**config.mk**
```make
export PLATFORM = sky130hd
export DESIGN_NAME = cpu_core
export DESIGN_NICKNAME = d
export VERILOG_FILES = /design/src/cpu_pkg.sv /design/src/pipe_latch.sv /design/src/fetch_stage.sv /design/src/decode_stage.sv /design/src/register_file.sv /design/src/execute_stage.sv /design/src/writeback_stage.sv /design/src/cpu_core.sv
export VERILOG_INCLUDE_DIRS = /design/src
export SDC_FILE = /design/constraint.sdc
export NUM_CORES = 1
export LEC_CHECK = 0
export BUFFER_PORTS_ARGS = -buffer_cell sky130_fd_sc_hd__buf_4
export CAP_MARGIN = 10
export CELL_PAD_IN_SITES_DETAIL_PLACEMENT = 1
export CELL_PAD_IN_SITES_GLOBAL_PLACEMENT = 1
export CORE_MARGIN = 1.5
export CORE_UTILIZATION = 43
export DETAILED_ROUTE_END_ITERATION = 10
export PLACE_DENSITY_LB_ADDON = 0.1
export SYNTH_ARGS = -nofsm -noshare
export SYNTH_HDL_FRONTEND = slang
export SYNTH_SLANG_ARGS = --single-unit
```
**constraint.sdc**
```tcl
create_clock -name clk -period 3.3 [get_ports clk]
set_input_delay 0.33 -clock clk [delete_from_list [all_inputs] [get_ports clk]]
set_output_delay 0.33 -clock clk [all_outputs]
set_load 0.005 [all_outputs]
```
**src/cpu_settings.svh**
```systemverilog
`ifndef CPU_SETTINGS_SVH
`define CPU_SETTINGS_SVH

// machine word and register file size
`define CPU_WORD_W   16
`define CPU_NUM_REGS 4

// first fetch address after reset
`define CPU_RESET_PC 0

// instruction fields
`define CPU_OPC_MSB   15
`define CPU_OPC_LSB   12
`define CPU_RS_MSB    11
`define CPU_RS_LSB    10
`define CPU_RT_MSB    9
`define CPU_RT_LSB    8
`define CPU_RD_MSB    7
`define CPU_RD_LSB    6
`define CPU_FUNCT_MSB 5
`define CPU_FUNCT_LSB 0
`define CPU_IMM_MSB   7
`define CPU_IMM_LSB   0
`define CPU_TGT_MSB   11
`define CPU_TGT_LSB   0

`endif

```
**src/cpu_pkg.sv**
```systemverilog
`include "cpu_settings.svh"

package cpu_pkg;

	typedef logic [`CPU_WORD_W-1:0] word_t;
	typedef logic [$clog2(`CPU_NUM_REGS)-1:0] reg_idx_t;

	// major opcodes, 15 is the R-type and system group
	typedef enum logic [3:0] {
		OP_BNE   = 4'd0,
		OP_BEQ   = 4'd1,
		OP_ADI   = 4'd4,
		OP_ORI   = 4'd5,
		OP_LHI   = 4'd6,
		OP_LWD   = 4'd7,
		OP_SWD   = 4'd8,
		OP_JMP   = 4'd9,
		OP_JAL   = 4'd10,
		OP_RTYPE = 4'd15
	} opcode_e;

	typedef enum logic [5:0] {
		FN_ADD = 6'd0,
		FN_SUB = 6'd1,
		FN_AND = 6'd2,
		FN_ORR = 6'd3,
		FN_NOT = 6'd4,
		FN_JR  = 6'd25,
		FN_WWD = 6'd28,
		FN_HLT = 6'd29
	} funct_e;

	// pass-high puts the immediate in the upper byte
	typedef enum logic [2:0] {
		ALU_ADD    = 3'd0,
		ALU_SUB    = 3'd1,
		ALU_AND    = 3'd2,
		ALU_OR     = 3'd3,
		ALU_NOT    = 3'd4,
		ALU_LHI    = 3'd5,
		ALU_PASS_B = 3'd6
	} alu_op_e;

	typedef struct packed {
		alu_op_e alu_op;
		logic    use_imm;
		logic    mem_read;
		logic    mem_write;
		logic    reg_write;
		logic    mem_to_reg;
		logic    pc_to_reg;
		logic    is_br_ne;
		logic    is_br_eq;
		logic    is_jmp;
		logic    is_jr;
		logic    is_wwd;
		logic    is_halt;
		logic    valid;
	} ctrl_t;

	typedef struct packed {
		word_t instr;
		word_t pc_plus1;
		logic  valid;
	} if_id_t;

	typedef struct packed {
		ctrl_t                          ctrl;
		word_t                          op_a;
		word_t                          op_b;
		word_t                          imm;
		word_t                          pc_plus1;
		logic [`CPU_TGT_MSB:`CPU_TGT_LSB] jfield;
		reg_idx_t                       dest;
	} id_ex_t;

	typedef struct packed {
		ctrl_t    ctrl;
		word_t    alu_res;
		word_t    st_data;
		word_t    pc_plus1;
		reg_idx_t dest;
	} ex_mem_t;

	typedef struct packed {
		ctrl_t    ctrl;
		word_t    alu_res;
		word_t    ld_data;
		word_t    pc_plus1;
		reg_idx_t dest;
	} mem_wb_t;

endpackage

```
**src/pipe_latch.sv**
```systemverilog
`timescale 1ns/1ps

module pipe_latch #(
	parameter type T = logic
) (
	input  logic clk,
	input  logic i_reset,
	input  logic i_stall,
	input  logic i_flush,
	input  T     i_d,
	output T     o_q
);

	// an all-zero payload is a bubble, valid bit low
	always_ff @(posedge clk) begin
		if (i_reset || i_flush) begin
			o_q <= '0;
		end else if (!i_stall) begin
			o_q <= i_d;
		end
	end

endmodule

```
**src/fetch_stage.sv**
```systemverilog
`timescale 1ns/1ps
`include "cpu_settings.svh"

module fetch_stage (
	input  logic            clk,
	input  logic            i_reset,
	input  logic            i_stall,
	input  logic            i_halt,
	input  logic            i_redirect,
	input  cpu_pkg::word_t  i_target,
	input  cpu_pkg::word_t  i_data1,
	output logic            o_read_m1,
	output cpu_pkg::word_t  o_address1,
	output cpu_pkg::if_id_t o_if
);
	import cpu_pkg::*;

	word_t pc;
	word_t pc_plus1;
	logic  fetched_hlt;

	assign pc_plus1 = pc + word_t'(1);
	assign o_address1 = pc;

	// HLT parks the pc, so only copies of it follow into the pipe
	assign fetched_hlt = o_read_m1 &&
		(opcode_e'(i_data1[`CPU_OPC_MSB:`CPU_OPC_LSB]) == OP_RTYPE) &&
		(funct_e'(i_data1[`CPU_FUNCT_MSB:`CPU_FUNCT_LSB]) == FN_HLT);

	// read port comes up one cycle after reset
	always_ff @(posedge clk) begin
		if (i_reset) begin
			o_read_m1 <= 1'b0;
		end else begin
			o_read_m1 <= !i_halt;
		end
	end

	always_ff @(posedge clk) begin
		if (i_reset) begin
			pc <= word_t'(`CPU_RESET_PC);
		end else if (i_redirect) begin
			pc <= i_target;
		end else if (o_read_m1 && !i_stall && !i_halt && !fetched_hlt) begin
			pc <= pc_plus1;
		end
	end

	assign o_if = '{instr: i_data1, pc_plus1: pc_plus1, valid: o_read_m1};

endmodule

```
**src/decode_stage.sv**
```systemverilog
`timescale 1ns/1ps
`include "cpu_settings.svh"

module decode_stage (
	input  cpu_pkg::if_id_t   i_if,
	input  cpu_pkg::word_t    i_rdata1,
	input  cpu_pkg::word_t    i_rdata2,
	input  cpu_pkg::reg_idx_t i_ex_dest,
	input  logic              i_ex_writes,
	input  cpu_pkg::reg_idx_t i_mem_dest,
	input  logic              i_mem_writes,
	output cpu_pkg::reg_idx_t o_raddr1,
	output cpu_pkg::reg_idx_t o_raddr2,
	output cpu_pkg::id_ex_t   o_id,
	output logic              o_stall
);
	import cpu_pkg::*;

	localparam int IMM_W = `CPU_IMM_MSB - `CPU_IMM_LSB + 1;

	opcode_e           opcode;
	funct_e            funct;
	reg_idx_t          rs;
	reg_idx_t          rt;
	reg_idx_t          rd;
	logic [IMM_W-1:0]  imm8;
	word_t             imm_ext;
	ctrl_t             ctrl;
	reg_idx_t          dest;
	logic              uses_rs;
	logic              uses_rt;
	logic              zero_ext;
	logic              rs_hit;
	logic              rt_hit;

	assign opcode = opcode_e'(i_if.instr[`CPU_OPC_MSB:`CPU_OPC_LSB]);
	assign funct = funct_e'(i_if.instr[`CPU_FUNCT_MSB:`CPU_FUNCT_LSB]);
	assign rs = i_if.instr[`CPU_RS_MSB:`CPU_RS_LSB];
	assign rt = i_if.instr[`CPU_RT_MSB:`CPU_RT_LSB];
	assign rd = i_if.instr[`CPU_RD_MSB:`CPU_RD_LSB];
	assign imm8 = i_if.instr[`CPU_IMM_MSB:`CPU_IMM_LSB];

	assign o_raddr1 = rs;
	// WWD reads rs on port 2 as well, the ALU passes it through
	assign o_raddr2 = (opcode == OP_RTYPE && funct == FN_WWD) ? rs : rt;

	always_comb begin
		ctrl = '0;
		ctrl.valid = i_if.valid;
		uses_rs = 1'b0;
		uses_rt = 1'b0;
		zero_ext = 1'b0;
		dest = rt;
		case (opcode)
			OP_ADI: begin
				ctrl.use_imm = 1'b1;
				ctrl.reg_write = 1'b1;
				uses_rs = 1'b1;
			end
			OP_ORI: begin
				ctrl.alu_op = ALU_OR;
				ctrl.use_imm = 1'b1;
				ctrl.reg_write = 1'b1;
				uses_rs = 1'b1;
				zero_ext = 1'b1;
			end
			OP_LHI: begin
				ctrl.alu_op = ALU_LHI;
				ctrl.use_imm = 1'b1;
				ctrl.reg_write = 1'b1;
			end
			OP_LWD: begin
				ctrl.use_imm = 1'b1;
				ctrl.mem_read = 1'b1;
				ctrl.reg_write = 1'b1;
				ctrl.mem_to_reg = 1'b1;
				uses_rs = 1'b1;
			end
			OP_SWD: begin
				ctrl.use_imm = 1'b1;
				ctrl.mem_write = 1'b1;
				uses_rs = 1'b1;
				uses_rt = 1'b1;
			end
			OP_BNE, OP_BEQ: begin
				ctrl.alu_op = ALU_SUB;
				ctrl.is_br_ne = (opcode == OP_BNE);
				ctrl.is_br_eq = (opcode == OP_BEQ);
				uses_rs = 1'b1;
				uses_rt = 1'b1;
			end
			OP_JMP: begin
				ctrl.is_jmp = 1'b1;
			end
			OP_JAL: begin
				// link register is r2
				ctrl.is_jmp = 1'b1;
				ctrl.reg_write = 1'b1;
				ctrl.pc_to_reg = 1'b1;
				dest = reg_idx_t'(2);
			end
			OP_RTYPE: begin
				dest = rd;
				case (funct)
					FN_ADD, FN_SUB, FN_AND, FN_ORR: begin
						ctrl.reg_write = 1'b1;
						uses_rs = 1'b1;
						uses_rt = 1'b1;
						if (funct == FN_SUB) ctrl.alu_op = ALU_SUB;
						if (funct == FN_AND) ctrl.alu_op = ALU_AND;
						if (funct == FN_ORR) ctrl.alu_op = ALU_OR;
					end
					FN_NOT: begin
						ctrl.alu_op = ALU_NOT;
						ctrl.reg_write = 1'b1;
						uses_rs = 1'b1;
					end
					FN_JR: begin
						ctrl.is_jr = 1'b1;
						uses_rs = 1'b1;
					end
					FN_WWD: begin
						ctrl.alu_op = ALU_PASS_B;
						ctrl.is_wwd = 1'b1;
						uses_rs = 1'b1;
					end
					FN_HLT: begin
						ctrl.is_halt = 1'b1;
					end
					default: begin
					end
				endcase
			end
			default: begin
			end
		endcase
	end

	// ORI zero-extends, every other immediate is signed
	assign imm_ext = zero_ext ? {{(`CPU_WORD_W-IMM_W){1'b0}}, imm8}
		: {{(`CPU_WORD_W-IMM_W){imm8[IMM_W-1]}}, imm8};

	// RAW against the two stages ahead, writeback is covered by write-through
	assign rs_hit = (i_ex_writes && i_ex_dest == rs) || (i_mem_writes && i_mem_dest == rs);
	assign rt_hit = (i_ex_writes && i_ex_dest == rt) || (i_mem_writes && i_mem_dest == rt);
	assign o_stall = i_if.valid && ((uses_rs && rs_hit) || (uses_rt && rt_hit));

	assign o_id = '{
		ctrl: ctrl,
		op_a: i_rdata1,
		op_b: i_rdata2,
		imm: imm_ext,
		pc_plus1: i_if.pc_plus1,
		jfield: i_if.instr[`CPU_TGT_MSB:`CPU_TGT_LSB],
		dest: dest
	};

endmodule

```
**src/register_file.sv**
```systemverilog
`timescale 1ns/1ps
`include "cpu_settings.svh"

module register_file (
	input  logic              clk,
	input  logic              i_reset,
	input  cpu_pkg::reg_idx_t i_raddr1,
	input  cpu_pkg::reg_idx_t i_raddr2,
	input  logic              i_we,
	input  cpu_pkg::reg_idx_t i_waddr,
	input  cpu_pkg::word_t    i_wdata,
	output cpu_pkg::word_t    o_rdata1,
	output cpu_pkg::word_t    o_rdata2
);
	import cpu_pkg::*;

	word_t regs [`CPU_NUM_REGS];

	always_ff @(posedge clk) begin
		if (i_reset) begin
			for (int i = 0; i < `CPU_NUM_REGS; i++) begin
				regs[i] <= '0;
			end
		end else if (i_we) begin
			regs[i_waddr] <= i_wdata;
		end
	end

	// write-through so decode sees this cycle's writeback
	assign o_rdata1 = (i_we && i_waddr == i_raddr1) ? i_wdata : regs[i_raddr1];
	assign o_rdata2 = (i_we && i_waddr == i_raddr2) ? i_wdata : regs[i_raddr2];

endmodule

```
**src/execute_stage.sv**
```systemverilog
`timescale 1ns/1ps
`include "cpu_settings.svh"

module execute_stage (
	input  cpu_pkg::id_ex_t  i_id,
	output cpu_pkg::ex_mem_t o_ex,
	output logic             o_redirect,
	output cpu_pkg::word_t   o_target
);
	import cpu_pkg::*;

	word_t operand_b;
	word_t alu_out;
	logic  taken;
	word_t jmp_target;
	word_t br_target;

	assign operand_b = i_id.ctrl.use_imm ? i_id.imm : i_id.op_b;

	always_comb begin
		case (i_id.ctrl.alu_op)
			ALU_ADD: begin
				alu_out = i_id.op_a + operand_b;
			end
			ALU_SUB: begin
				alu_out = i_id.op_a - operand_b;
			end
			ALU_AND: begin
				alu_out = i_id.op_a & operand_b;
			end
			ALU_OR: begin
				alu_out = i_id.op_a | operand_b;
			end
			ALU_NOT: begin
				alu_out = ~i_id.op_a;
			end
			ALU_LHI: begin
				alu_out = operand_b << 8;
			end
			default: begin
				alu_out = operand_b;
			end
		endcase
	end

	// branch compares the two registers, not the ALU result
	assign taken = (i_id.ctrl.is_br_ne && i_id.op_a != i_id.op_b) ||
		(i_id.ctrl.is_br_eq && i_id.op_a == i_id.op_b);

	assign jmp_target = {i_id.pc_plus1[`CPU_WORD_W-1:`CPU_TGT_MSB+1], i_id.jfield};
	assign br_target = i_id.pc_plus1 + i_id.imm;

	always_comb begin
		if (i_id.ctrl.is_jr) begin
			o_target = i_id.op_a;
		end else if (i_id.ctrl.is_jmp) begin
			o_target = jmp_target;
		end else begin
			o_target = br_target;
		end
	end

	// not-taken is the prediction, so only a taken transfer redirects
	assign o_redirect = i_id.ctrl.valid &&
		(taken || i_id.ctrl.is_jmp || i_id.ctrl.is_jr);

	assign o_ex = '{
		ctrl: i_id.ctrl,
		alu_res: alu_out,
		st_data: i_id.op_b,
		pc_plus1: i_id.pc_plus1,
		dest: i_id.dest
	};

endmodule

```
**src/writeback_stage.sv**
```systemverilog
`timescale 1ns/1ps

module writeback_stage (
	input  logic              clk,
	input  logic              i_reset,
	input  cpu_pkg::ex_mem_t  i_mem,
	input  cpu_pkg::word_t    i_data2,
	input  cpu_pkg::mem_wb_t  i_wb,
	output logic              o_read_m2,
	output logic              o_write_m2,
	output cpu_pkg::word_t    o_address2,
	output cpu_pkg::word_t    o_wdata2,
	output cpu_pkg::mem_wb_t  o_mem_wb,
	output logic              o_we,
	output cpu_pkg::reg_idx_t o_waddr,
	output cpu_pkg::word_t    o_wdata,
	output cpu_pkg::word_t    o_num_inst,
	output cpu_pkg::word_t    o_output_port,
	output logic              o_is_halted
);
	import cpu_pkg::*;

	logic retire;

	// memory stage, the load data comes back in the same cycle
	assign o_read_m2 = i_mem.ctrl.valid && i_mem.ctrl.mem_read;
	assign o_write_m2 = i_mem.ctrl.valid && i_mem.ctrl.mem_write;
	assign o_address2 = i_mem.alu_res;
	assign o_wdata2 = i_mem.st_data;

	assign o_mem_wb = '{
		ctrl: i_mem.ctrl,
		alu_res: i_mem.alu_res,
		ld_data: i_data2,
		pc_plus1: i_mem.pc_plus1,
		dest: i_mem.dest
	};

	// the HLT copies behind the first one never retire
	assign retire = i_wb.ctrl.valid && !o_is_halted;
	assign o_we = retire && i_wb.ctrl.reg_write;
	assign o_waddr = i_wb.dest;

	always_comb begin
		if (i_wb.ctrl.pc_to_reg) begin
			o_wdata = i_wb.pc_plus1;
		end else if (i_wb.ctrl.mem_to_reg) begin
			o_wdata = i_wb.ld_data;
		end else begin
			o_wdata = i_wb.alu_res;
		end
	end

	always_ff @(posedge clk) begin
		if (i_reset) begin
			o_num_inst <= '0;
			o_output_port <= '0;
			o_is_halted <= 1'b0;
		end else if (retire) begin
			o_num_inst <= o_num_inst + word_t'(1);
			if (i_wb.ctrl.is_wwd) begin
				o_output_port <= i_wb.alu_res;
			end
			if (i_wb.ctrl.is_halt) begin
				o_is_halted <= 1'b1;
			end
		end
	end

endmodule

```
**src/cpu_core.sv**
```systemverilog
`timescale 1ns/1ps

module cpu_core (
	input  logic           clk,
	input  logic           i_reset,
	output logic           o_read_m1,
	output cpu_pkg::word_t o_address1,
	input  cpu_pkg::word_t i_data1,
	output logic           o_read_m2,
	output logic           o_write_m2,
	output cpu_pkg::word_t o_address2,
	input  cpu_pkg::word_t i_data2,
	output cpu_pkg::word_t o_wdata2,
	output cpu_pkg::word_t o_num_inst,
	output cpu_pkg::word_t o_output_port,
	output logic           o_is_halted
);
	import cpu_pkg::*;

	// stage payloads, d side from the producer and q side from the latch
	if_id_t  if_d;
	if_id_t  if_q;
	id_ex_t  id_d;
	id_ex_t  id_q;
	ex_mem_t ex_d;
	ex_mem_t ex_q;
	mem_wb_t wb_d;
	mem_wb_t wb_q;

	logic     stall;
	logic     redirect;
	word_t    target;
	reg_idx_t raddr1;
	reg_idx_t raddr2;
	word_t    rdata1;
	word_t    rdata2;
	logic     we;
	reg_idx_t waddr;
	word_t    wdata;

	fetch_stage u_fetch (
		.clk        (clk),
		.i_reset    (i_reset),
		.i_stall    (stall),
		.i_halt     (o_is_halted),
		.i_redirect (redirect),
		.i_target   (target),
		.i_data1    (i_data1),
		.o_read_m1  (o_read_m1),
		.o_address1 (o_address1),
		.o_if       (if_d)
	);

	pipe_latch #(.T(if_id_t)) u_if_id (
		.clk     (clk),
		.i_reset (i_reset),
		.i_stall (stall),
		.i_flush (redirect),
		.i_d     (if_d),
		.o_q     (if_q)
	);

	decode_stage u_decode (
		.i_if         (if_q),
		.i_rdata1     (rdata1),
		.i_rdata2     (rdata2),
		.i_ex_dest    (id_q.dest),
		.i_ex_writes  (id_q.ctrl.valid && id_q.ctrl.reg_write),
		.i_mem_dest   (ex_q.dest),
		.i_mem_writes (ex_q.ctrl.valid && ex_q.ctrl.reg_write),
		.o_raddr1     (raddr1),
		.o_raddr2     (raddr2),
		.o_id         (id_d),
		.o_stall      (stall)
	);

	register_file u_regs (
		.clk      (clk),
		.i_reset  (i_reset),
		.i_raddr1 (raddr1),
		.i_raddr2 (raddr2),
		.i_we     (we),
		.i_waddr  (waddr),
		.i_wdata  (wdata),
		.o_rdata1 (rdata1),
		.o_rdata2 (rdata2)
	);

	// a stalled decode leaves a bubble in execute
	pipe_latch #(.T(id_ex_t)) u_id_ex (
		.clk     (clk),
		.i_reset (i_reset),
		.i_stall (1'b0),
		.i_flush (redirect || stall),
		.i_d     (id_d),
		.o_q     (id_q)
	);

	execute_stage u_execute (
		.i_id       (id_q),
		.o_ex       (ex_d),
		.o_redirect (redirect),
		.o_target   (target)
	);

	pipe_latch #(.T(ex_mem_t)) u_ex_mem (
		.clk     (clk),
		.i_reset (i_reset),
		.i_stall (1'b0),
		.i_flush (1'b0),
		.i_d     (ex_d),
		.o_q     (ex_q)
	);

	pipe_latch #(.T(mem_wb_t)) u_mem_wb (
		.clk     (clk),
		.i_reset (i_reset),
		.i_stall (1'b0),
		.i_flush (1'b0),
		.i_d     (wb_d),
		.o_q     (wb_q)
	);

	writeback_stage u_writeback (
		.clk           (clk),
		.i_reset       (i_reset),
		.i_mem         (ex_q),
		.i_data2       (i_data2),
		.i_wb          (wb_q),
		.o_read_m2     (o_read_m2),
		.o_write_m2    (o_write_m2),
		.o_address2    (o_address2),
		.o_wdata2      (o_wdata2),
		.o_mem_wb      (wb_d),
		.o_we          (we),
		.o_waddr       (waddr),
		.o_wdata       (wdata),
		.o_num_inst    (o_num_inst),
		.o_output_port (o_output_port),
		.o_is_halted   (o_is_halted)
	);

endmodule

```
Word level (Yosys, flattened, before mapping)
Memories as Yosys holds them, arrays and structs flattened. A register that Yosys moved wholly into a read port is not among the register bits.
Index checks and enable logic that the tools add are counted.

word-level totals
  register bits = 250
  latch bits = 0
  bits in writable memories = 64
  memory bits (read-only) = 0
  bits of input ports = 34
  output and inout bits = 84
  word-level logic and storage cells = 178
  memories kept = 1

operators by class
  add/subtract/negate cells = 5
  multipliers = 0
  div/mod/pow operators = 0
  $lt $le $gt $ge = 0
  equality and inequality tests = 29
  shifts and indexed selects = 0
  muxes and demuxes = 38
  bitwise gates (word level) = 5
  reduce and logical (&&, ||, !) cells = 53

memories
  memory       words  width  rd ports  clocked after Yosys merged registers in  wr ports  line                 source
  u_regs.regs  4      16     2         2                                        4         register_file.sv:17  word_t regs [`CPU_NUM_REGS];

operators with widths
  operator               number
  $mux 16                8
  $pmux 16 s6            1
  $add 16x1->16 const B  2
  $add 16x16->16         2
  $eq 6x5->1 const B     4
  $logic_and 1x1->1      22
  $eq 4x4->1 const B     5
  $mux 1                 19
  $and 16x16->16         1
  $eq 16x16->1           1
  $eq 4x3->1 const B     4
  $ne 16x16->1           1
  $not 16->16            1
  $or 16x16->16          1
  $reduce_or 16->1       1
  $sub 16x16->16         1
  $reduce_or 5->1        3
  $eq 6x2->1 const B     2
  $pmux 3 s4             1
  $reduce_or 2->1        5
  $logic_or 1x1->1       9
  $pmux 3 s3             1
  $eq 2x2->1             4
  $reduce_or 7->1        1
  20 further kinds       30

Longest topological paths before layout
  depth after elaboration = 13
  depth in mapped cells = 17
  gate-level depth less buffers = 16

Hierarchy
From an unflattened synthesis, not the netlist that was laid out.

unflattened totals
  cell total of the unflattened synthesis = 2228
  area total of the unflattened synthesis = 21740.9 um^2

modules (own cells, without submodules)
  module                     instances  cells each  area each (um^2)  sequential area each (um^2)
  pipe_latch (u_ex_mem ...)  2          214         2426.1            1321.3
  register_file              1          221         3812.4            1921.8
  execute_stage              1          538         3671.0            0.0
  pipe_latch (u_id_ex)       1          305         3374.5            1881.8
  writeback_stage            1          315         2413.6            660.6
  fetch_stage                1          154         1262.5            340.3
  pipe_latch (u_if_id)       1          108         1218.7            660.6
  decode_stage               1          155         1113.6            0.0
  cpu_core                   1          4           22.5              0.0

Least setup slack after synthesis
OpenSTA, ideal clock, no wires.

  kind = register to register
  from = register u_id_ex.o_q[90] (netlist bit)
  to = register u_ex_mem.o_q[46] (netlist bit)
  arrival time = 3.224 ns
  data required time = 3.168 ns
  path slack = -0.056 ns
  cell stages (with the launch flop) = 16
  clock period less this slack = 3.356 ns
  cell sequence = dfxtp_1 -> buf_2 -> mux2i_1 -> ha_1 -> o21ai_0 -> or3_1 -> o21ai_0 -> xnor2_1 -> ha_1 -> nand3_1 -> nand2_1 -> a41o_1 -> o41a_1 -> xor2_1 -> a221oi_1 -> nor3_1

between the ends
  cells in the longest elaborated chain, start to end = 3
  elaborated cells on any way between the ends = 6
  those cells by class = add/sub (2); mux (2); bitwise (2)

RTL lines
  element                                 line                 source
  start, declared                         pipe_latch.sv:11     output T o_q
  start signal, assigned                  pipe_latch.sv:19     o_q <= i_d;
  $mux 16 *                               execute_stage.sv:18  assign operand_b = i_id.ctrl.use_imm ? i_id.imm : i_id.op_b;
  $sub 16x16->16 (tied with other cells)  execute_stage.sv:26  alu_out = i_id.op_a - operand_b;
  $pmux 16 s6 *                           execute_stage.sv:21  case (i_id.ctrl.alu_op)
  end signal, assigned                    pipe_latch.sv:19
  end, declared                           pipe_latch.sv:11

Every way passes the cells marked *; elsewhere a longest branch is shown, timed or not.
A chain may end at the register's enable or synchronous reset.

Final worst setup path
Ends and elaborated chain as after synthesis.

==> run_results.csv <==
group,metric,value,unit
sta,worstMarginPinSlew,0.982,ns
sta,finalSetupTns,-0.266,ns
power_and_ir_drop,clock_power_share,0.424,
routing,vias,12900,
logic_synthesis,yosys.area.top_type,"dfxtp_1",
final_layout,multi_input_area,7940,um^2
floorplanning,die_area,38200,um^2
cts,cts-root-buf,"clkbuf_16",
sta,max-slew-margin-rel,0.345,
setup_path,crit_end,"u_ex_mem.o_q[46]",
setup_path,reg2reg_slack,-0.11,ns
final_layout,fin_util,0.524,
logic_synthesis,synth.top_cell.area_share,0.344,
sta,fmax,293,MHz
global_route,grt_max_degree,92,
placed_design,hpwl,36.7,mm
final_layout,area_growth,20.1,%
setup_path,critPathMaxFanout,5,
cts,clock_sinks,338,
global_route,gr-usage-all-layers,0.266,
floorplanning,start_util,0.437,
cts,clockBufferDepth,3,
setup_path,cp.depth,14,
setup_path,r2r_end,"u_ex_mem.o_q[46]",
cts,clk_latency,0.55,ns
setup_path,cp_slowest_cell,"dfxtp_4",
sta,final_max_slew_viol_count,0,
placed_design,numPortBuffers,117,
setup_path,crit_required,3.66,ns
final_layout,regArea,7410,um^2
floorplanning,io_pins,118,
logic_synthesis,ys_ff_latch,338,
logic_synthesis,syn_nets,1747,
routing,ant_nets,0,
logic_synthesis,yosys-top-cells-count,"274 x dfxtp_1, 234 x nor2_1, 117 x nand2_1",
setup_path,crit_path_start,"u_id_ex.o_q[90]",
power_and_ir_drop,combPwrFrac,0.148,
logic_synthesis,ys_seq_area_frac,0.465,
routing,post_drt_wl_per_cell,22.0,um
setup_path,path_cells,"mux2_4, inv_4, nand4_1, or3_4, o31ai_4, xnor2_1, ha_1, nand3_1, nand2_1, a41o_1, o41a_1, xor2_1, a221oi_1, nor3_1",
setup_path,crit_arrival,3.77,ns
setup_path,reg2regPathDepth,14,
global_route,grt_pass1_vias,13300,
power_and_ir_drop,power_frac_seq,0.428,
cts,cts.clk_slew.worst_paths,0.06,ns
global_route,grt_pass1_wl,78.1,mm
power_and_ir_drop,leakage,7.85,nW
setup_path,start_kind,"register",
routing,drtIter0Drc,723,
logic_synthesis,ys.flop_type,"dfxtp_1",
run_status,violations,"negative setup slack",
floorplanning,rows,70,
job,max_cap_viol_count,0,
sta,fin_ws,-0.112,ns
power_and_ir_drop,ir_drop,472,uV
hold_path,hold_class,"primary input to register",
power_and_ir_drop,internal-power,7.94,mW
logic_synthesis,avgSynthCellArea,9.51,um^2
power_and_ir_drop,switching_share,0.261,
sta,finalSetupViolCount,4,
logic_synthesis,ys_types,75,
floorplanning,core-area,36500,um^2
global_route,antenna_found_initial,0,
setup_path,max_stage_delay,0.39,ns
sta,fin_crit_sh,1.03,
cts,htree_levels,2,
global_route,grt_overflow_total,0,
cts,cts_made_buffers,39,
setup_path,cp.buffers_inverters,1,
power_and_ir_drop,p_sw,2.81,mW
sta,skew,0.0360,ns
floorplanning,die_h,196,um
final_layout,drive_gt1_frac,0.199,
routing,drtPass1Iterations,5,
logic_synthesis,synth-edff-count,64,
sta,hold_violations,0,
floorplanning,die_w,196,um
logic_synthesis,yosys-top-cells-area,"dfxtp_1 34%, edfxtp_1 12%, nor2_1 5.5%",
placed_design,routabilityCongestion,0.888,
setup_path,cp_top_family,"compound AO/OA/AOI/OAI gates",
logic_synthesis,syn-cell-area,15900,um^2
logic_synthesis,syn_inst,1676,
final_layout,nFillCells,4137,
setup_path,crit_type,"register to register",
logic_synthesis,ys_warn_count,0,
power_and_ir_drop,power.density,561,nW/um^2
routing,wirelength,50.6,mm
final_layout,nNetsFinal,1874,
logic_synthesis,synth_most_common_cell,"dfxtp_1",
routing,drc_errors,0,
setup_path,critPathCaptureType,"register",
final_layout,antenna_cells,0,
run_status,outcome,"finished, violations left",
setup_path,r2r-start,"u_id_ex.o_q[90]",
sta,fin_crit,3.41,ns
routing,via_per_inst,5.59,
cts,cts_tree,"yes",
logic_synthesis,async_reset_ff_frac,0,
sta,rsz0062_at_grt,"yes",
## sequential cells by signal (all words and copies together), names as in the netlist
name and count:
u_id_ex.o_q 78, u_regs.regs 64, u_ex_mem.o_q 57, u_mem_wb.o_q 56, u_if_id.o_q 33, u_fetch.o_address1 16
u_writeback.o_num_inst 16, u_writeback.o_output_port 16, u_fetch.o_read_m1 1, u_writeback.o_is_halted 1
## cell families (layout without fill, tap and decap cells)
| family | Yosys count | in the layout | synth area share |
|---|---|---|---|
| simple gates | 646 | 646 | 0.198 |
| flops | 338 | 338 | 0.465 |
| mux | 95 | 95 | 0.0873 |
| compound gates | 297 | 297 | 0.116 |
| fa+ha+maj | 37 | 37 | 0.0300 |
| xor+xnor | 99 | 99 | 0.0544 |
| buf+inv | 164 | 321 | 0.0501 |
## per-layer routing
layer  global-route usage  vias to the layer above  routed length (um)  share of wire
met2                0.457                      399               24400           0.48
met3               0.0375                       94                2690          0.053
met1                0.343                     6320               21900           0.43
li1                     -                     6050                   -              -
met4               0.0913                        0                1580          0.031
met5                    0                        -                   0              0
## cell usage in the layout (no fill, tap or decap), types with 12 or more instances in the layout
master	instances
a211oi_1	38
a21oi_1	106
a22oi_1	19
a31oi_1	17
and2_1	38
and3_1	16
buf_4	208
clkbuf_16	43
clkbuf_8	12
dfxtp_1	273
edfxtp_1	64
ha_1	33
inv_1	27
mux2i_1	51
mux4_2	28
nand2_1	116
nand2b_1	16
nand3_1	19
nor2_1	232
nor2b_1	104
nor3_1	41
o21ai_0	45
xnor2_1	33
xor2_1	64
## power groups by stage
| stage | Combinational (mW) | Clock [mW] | Sequential [mW] |
|---|---|---|---|
| 2_1_floorplan | 0.994 | 0 | 4.58 |
| 3_3_place_gp | 1.42 | 0 | 4.68 |
| 3_5_place_dp | 1.46 | 0 | 4.68 |
| 4_1_cts | 1.52 | 4.63 | 4.59 |
| 5_1_grt | 1.73 | 4.78 | 4.61 |
| 6_report | 1.59 | 4.56 | 4.60 |
## final cells by class
cell class	count	share of cell area
flip-flops and latches	338	0.387
multi-input cells	1174	0.415
clock inverters	15	0.00778
clock buffers	56	0.0650
repair buffers	219	0.0886
inverters	31	0.00621
well taps	468	0.0306
## worst min path at each step
stage | from | slack (ns) | depth (start not counted) | to
floorplan | u_id_ex.o_q[79] | 0.41 | 1 | u_ex_mem.o_q[51]
global placement | u_id_ex.o_q[89] | 0.42 | 1 | u_ex_mem.o_q[61]
detailed placement | u_ex_mem.o_q[5] | 0.42 | 1 | u_mem_wb.o_q[5]
CTS | i_data2[8] | 0.001 | 2 | u_mem_wb.o_q[26]
global route | i_data1[8] | 0.03 | 3 | u_if_id.o_q[25]
finish | i_data2[0] | 0.02 | 2 | u_mem_wb.o_q[18]
## stage by stage
step | cell area, um^2 | std cells | hold WS (ns) | setup WS (ns) | power (mW)
global route | 19100 | 2301 | 0.0328 | -0.250 | 11.1
finish | 19100 | 2301 | 0.0200 | -0.112 | 10.7
CTS | 19000 | 2300 | 0.00150 | -0.0630 | 10.8
global placement | 17500 | 2220 | 0.416 | -0.102 | 6.10
detailed placement | 17500 | 2220 | 0.425 | -0.251 | 6.14
floorplan | 16000 | 1676 | 0.414 | 0.0386 | 5.57
## timing repair
| action | 4_1_cts | 5_1_grt |
|---|---|---|
| buffers inserted | 5 | 1 |
| hold buffers | 3 | 0 |
| gates resized for setup | 25 | 23 |
| setup endpoints to repair | 6 | 7 |
| pin swaps | 18 | 15 |
| gates cloned | 1 | 0 |
| endpoints found under the hold margin | 3 | 0 |
(Power assumes the default switching activity.)
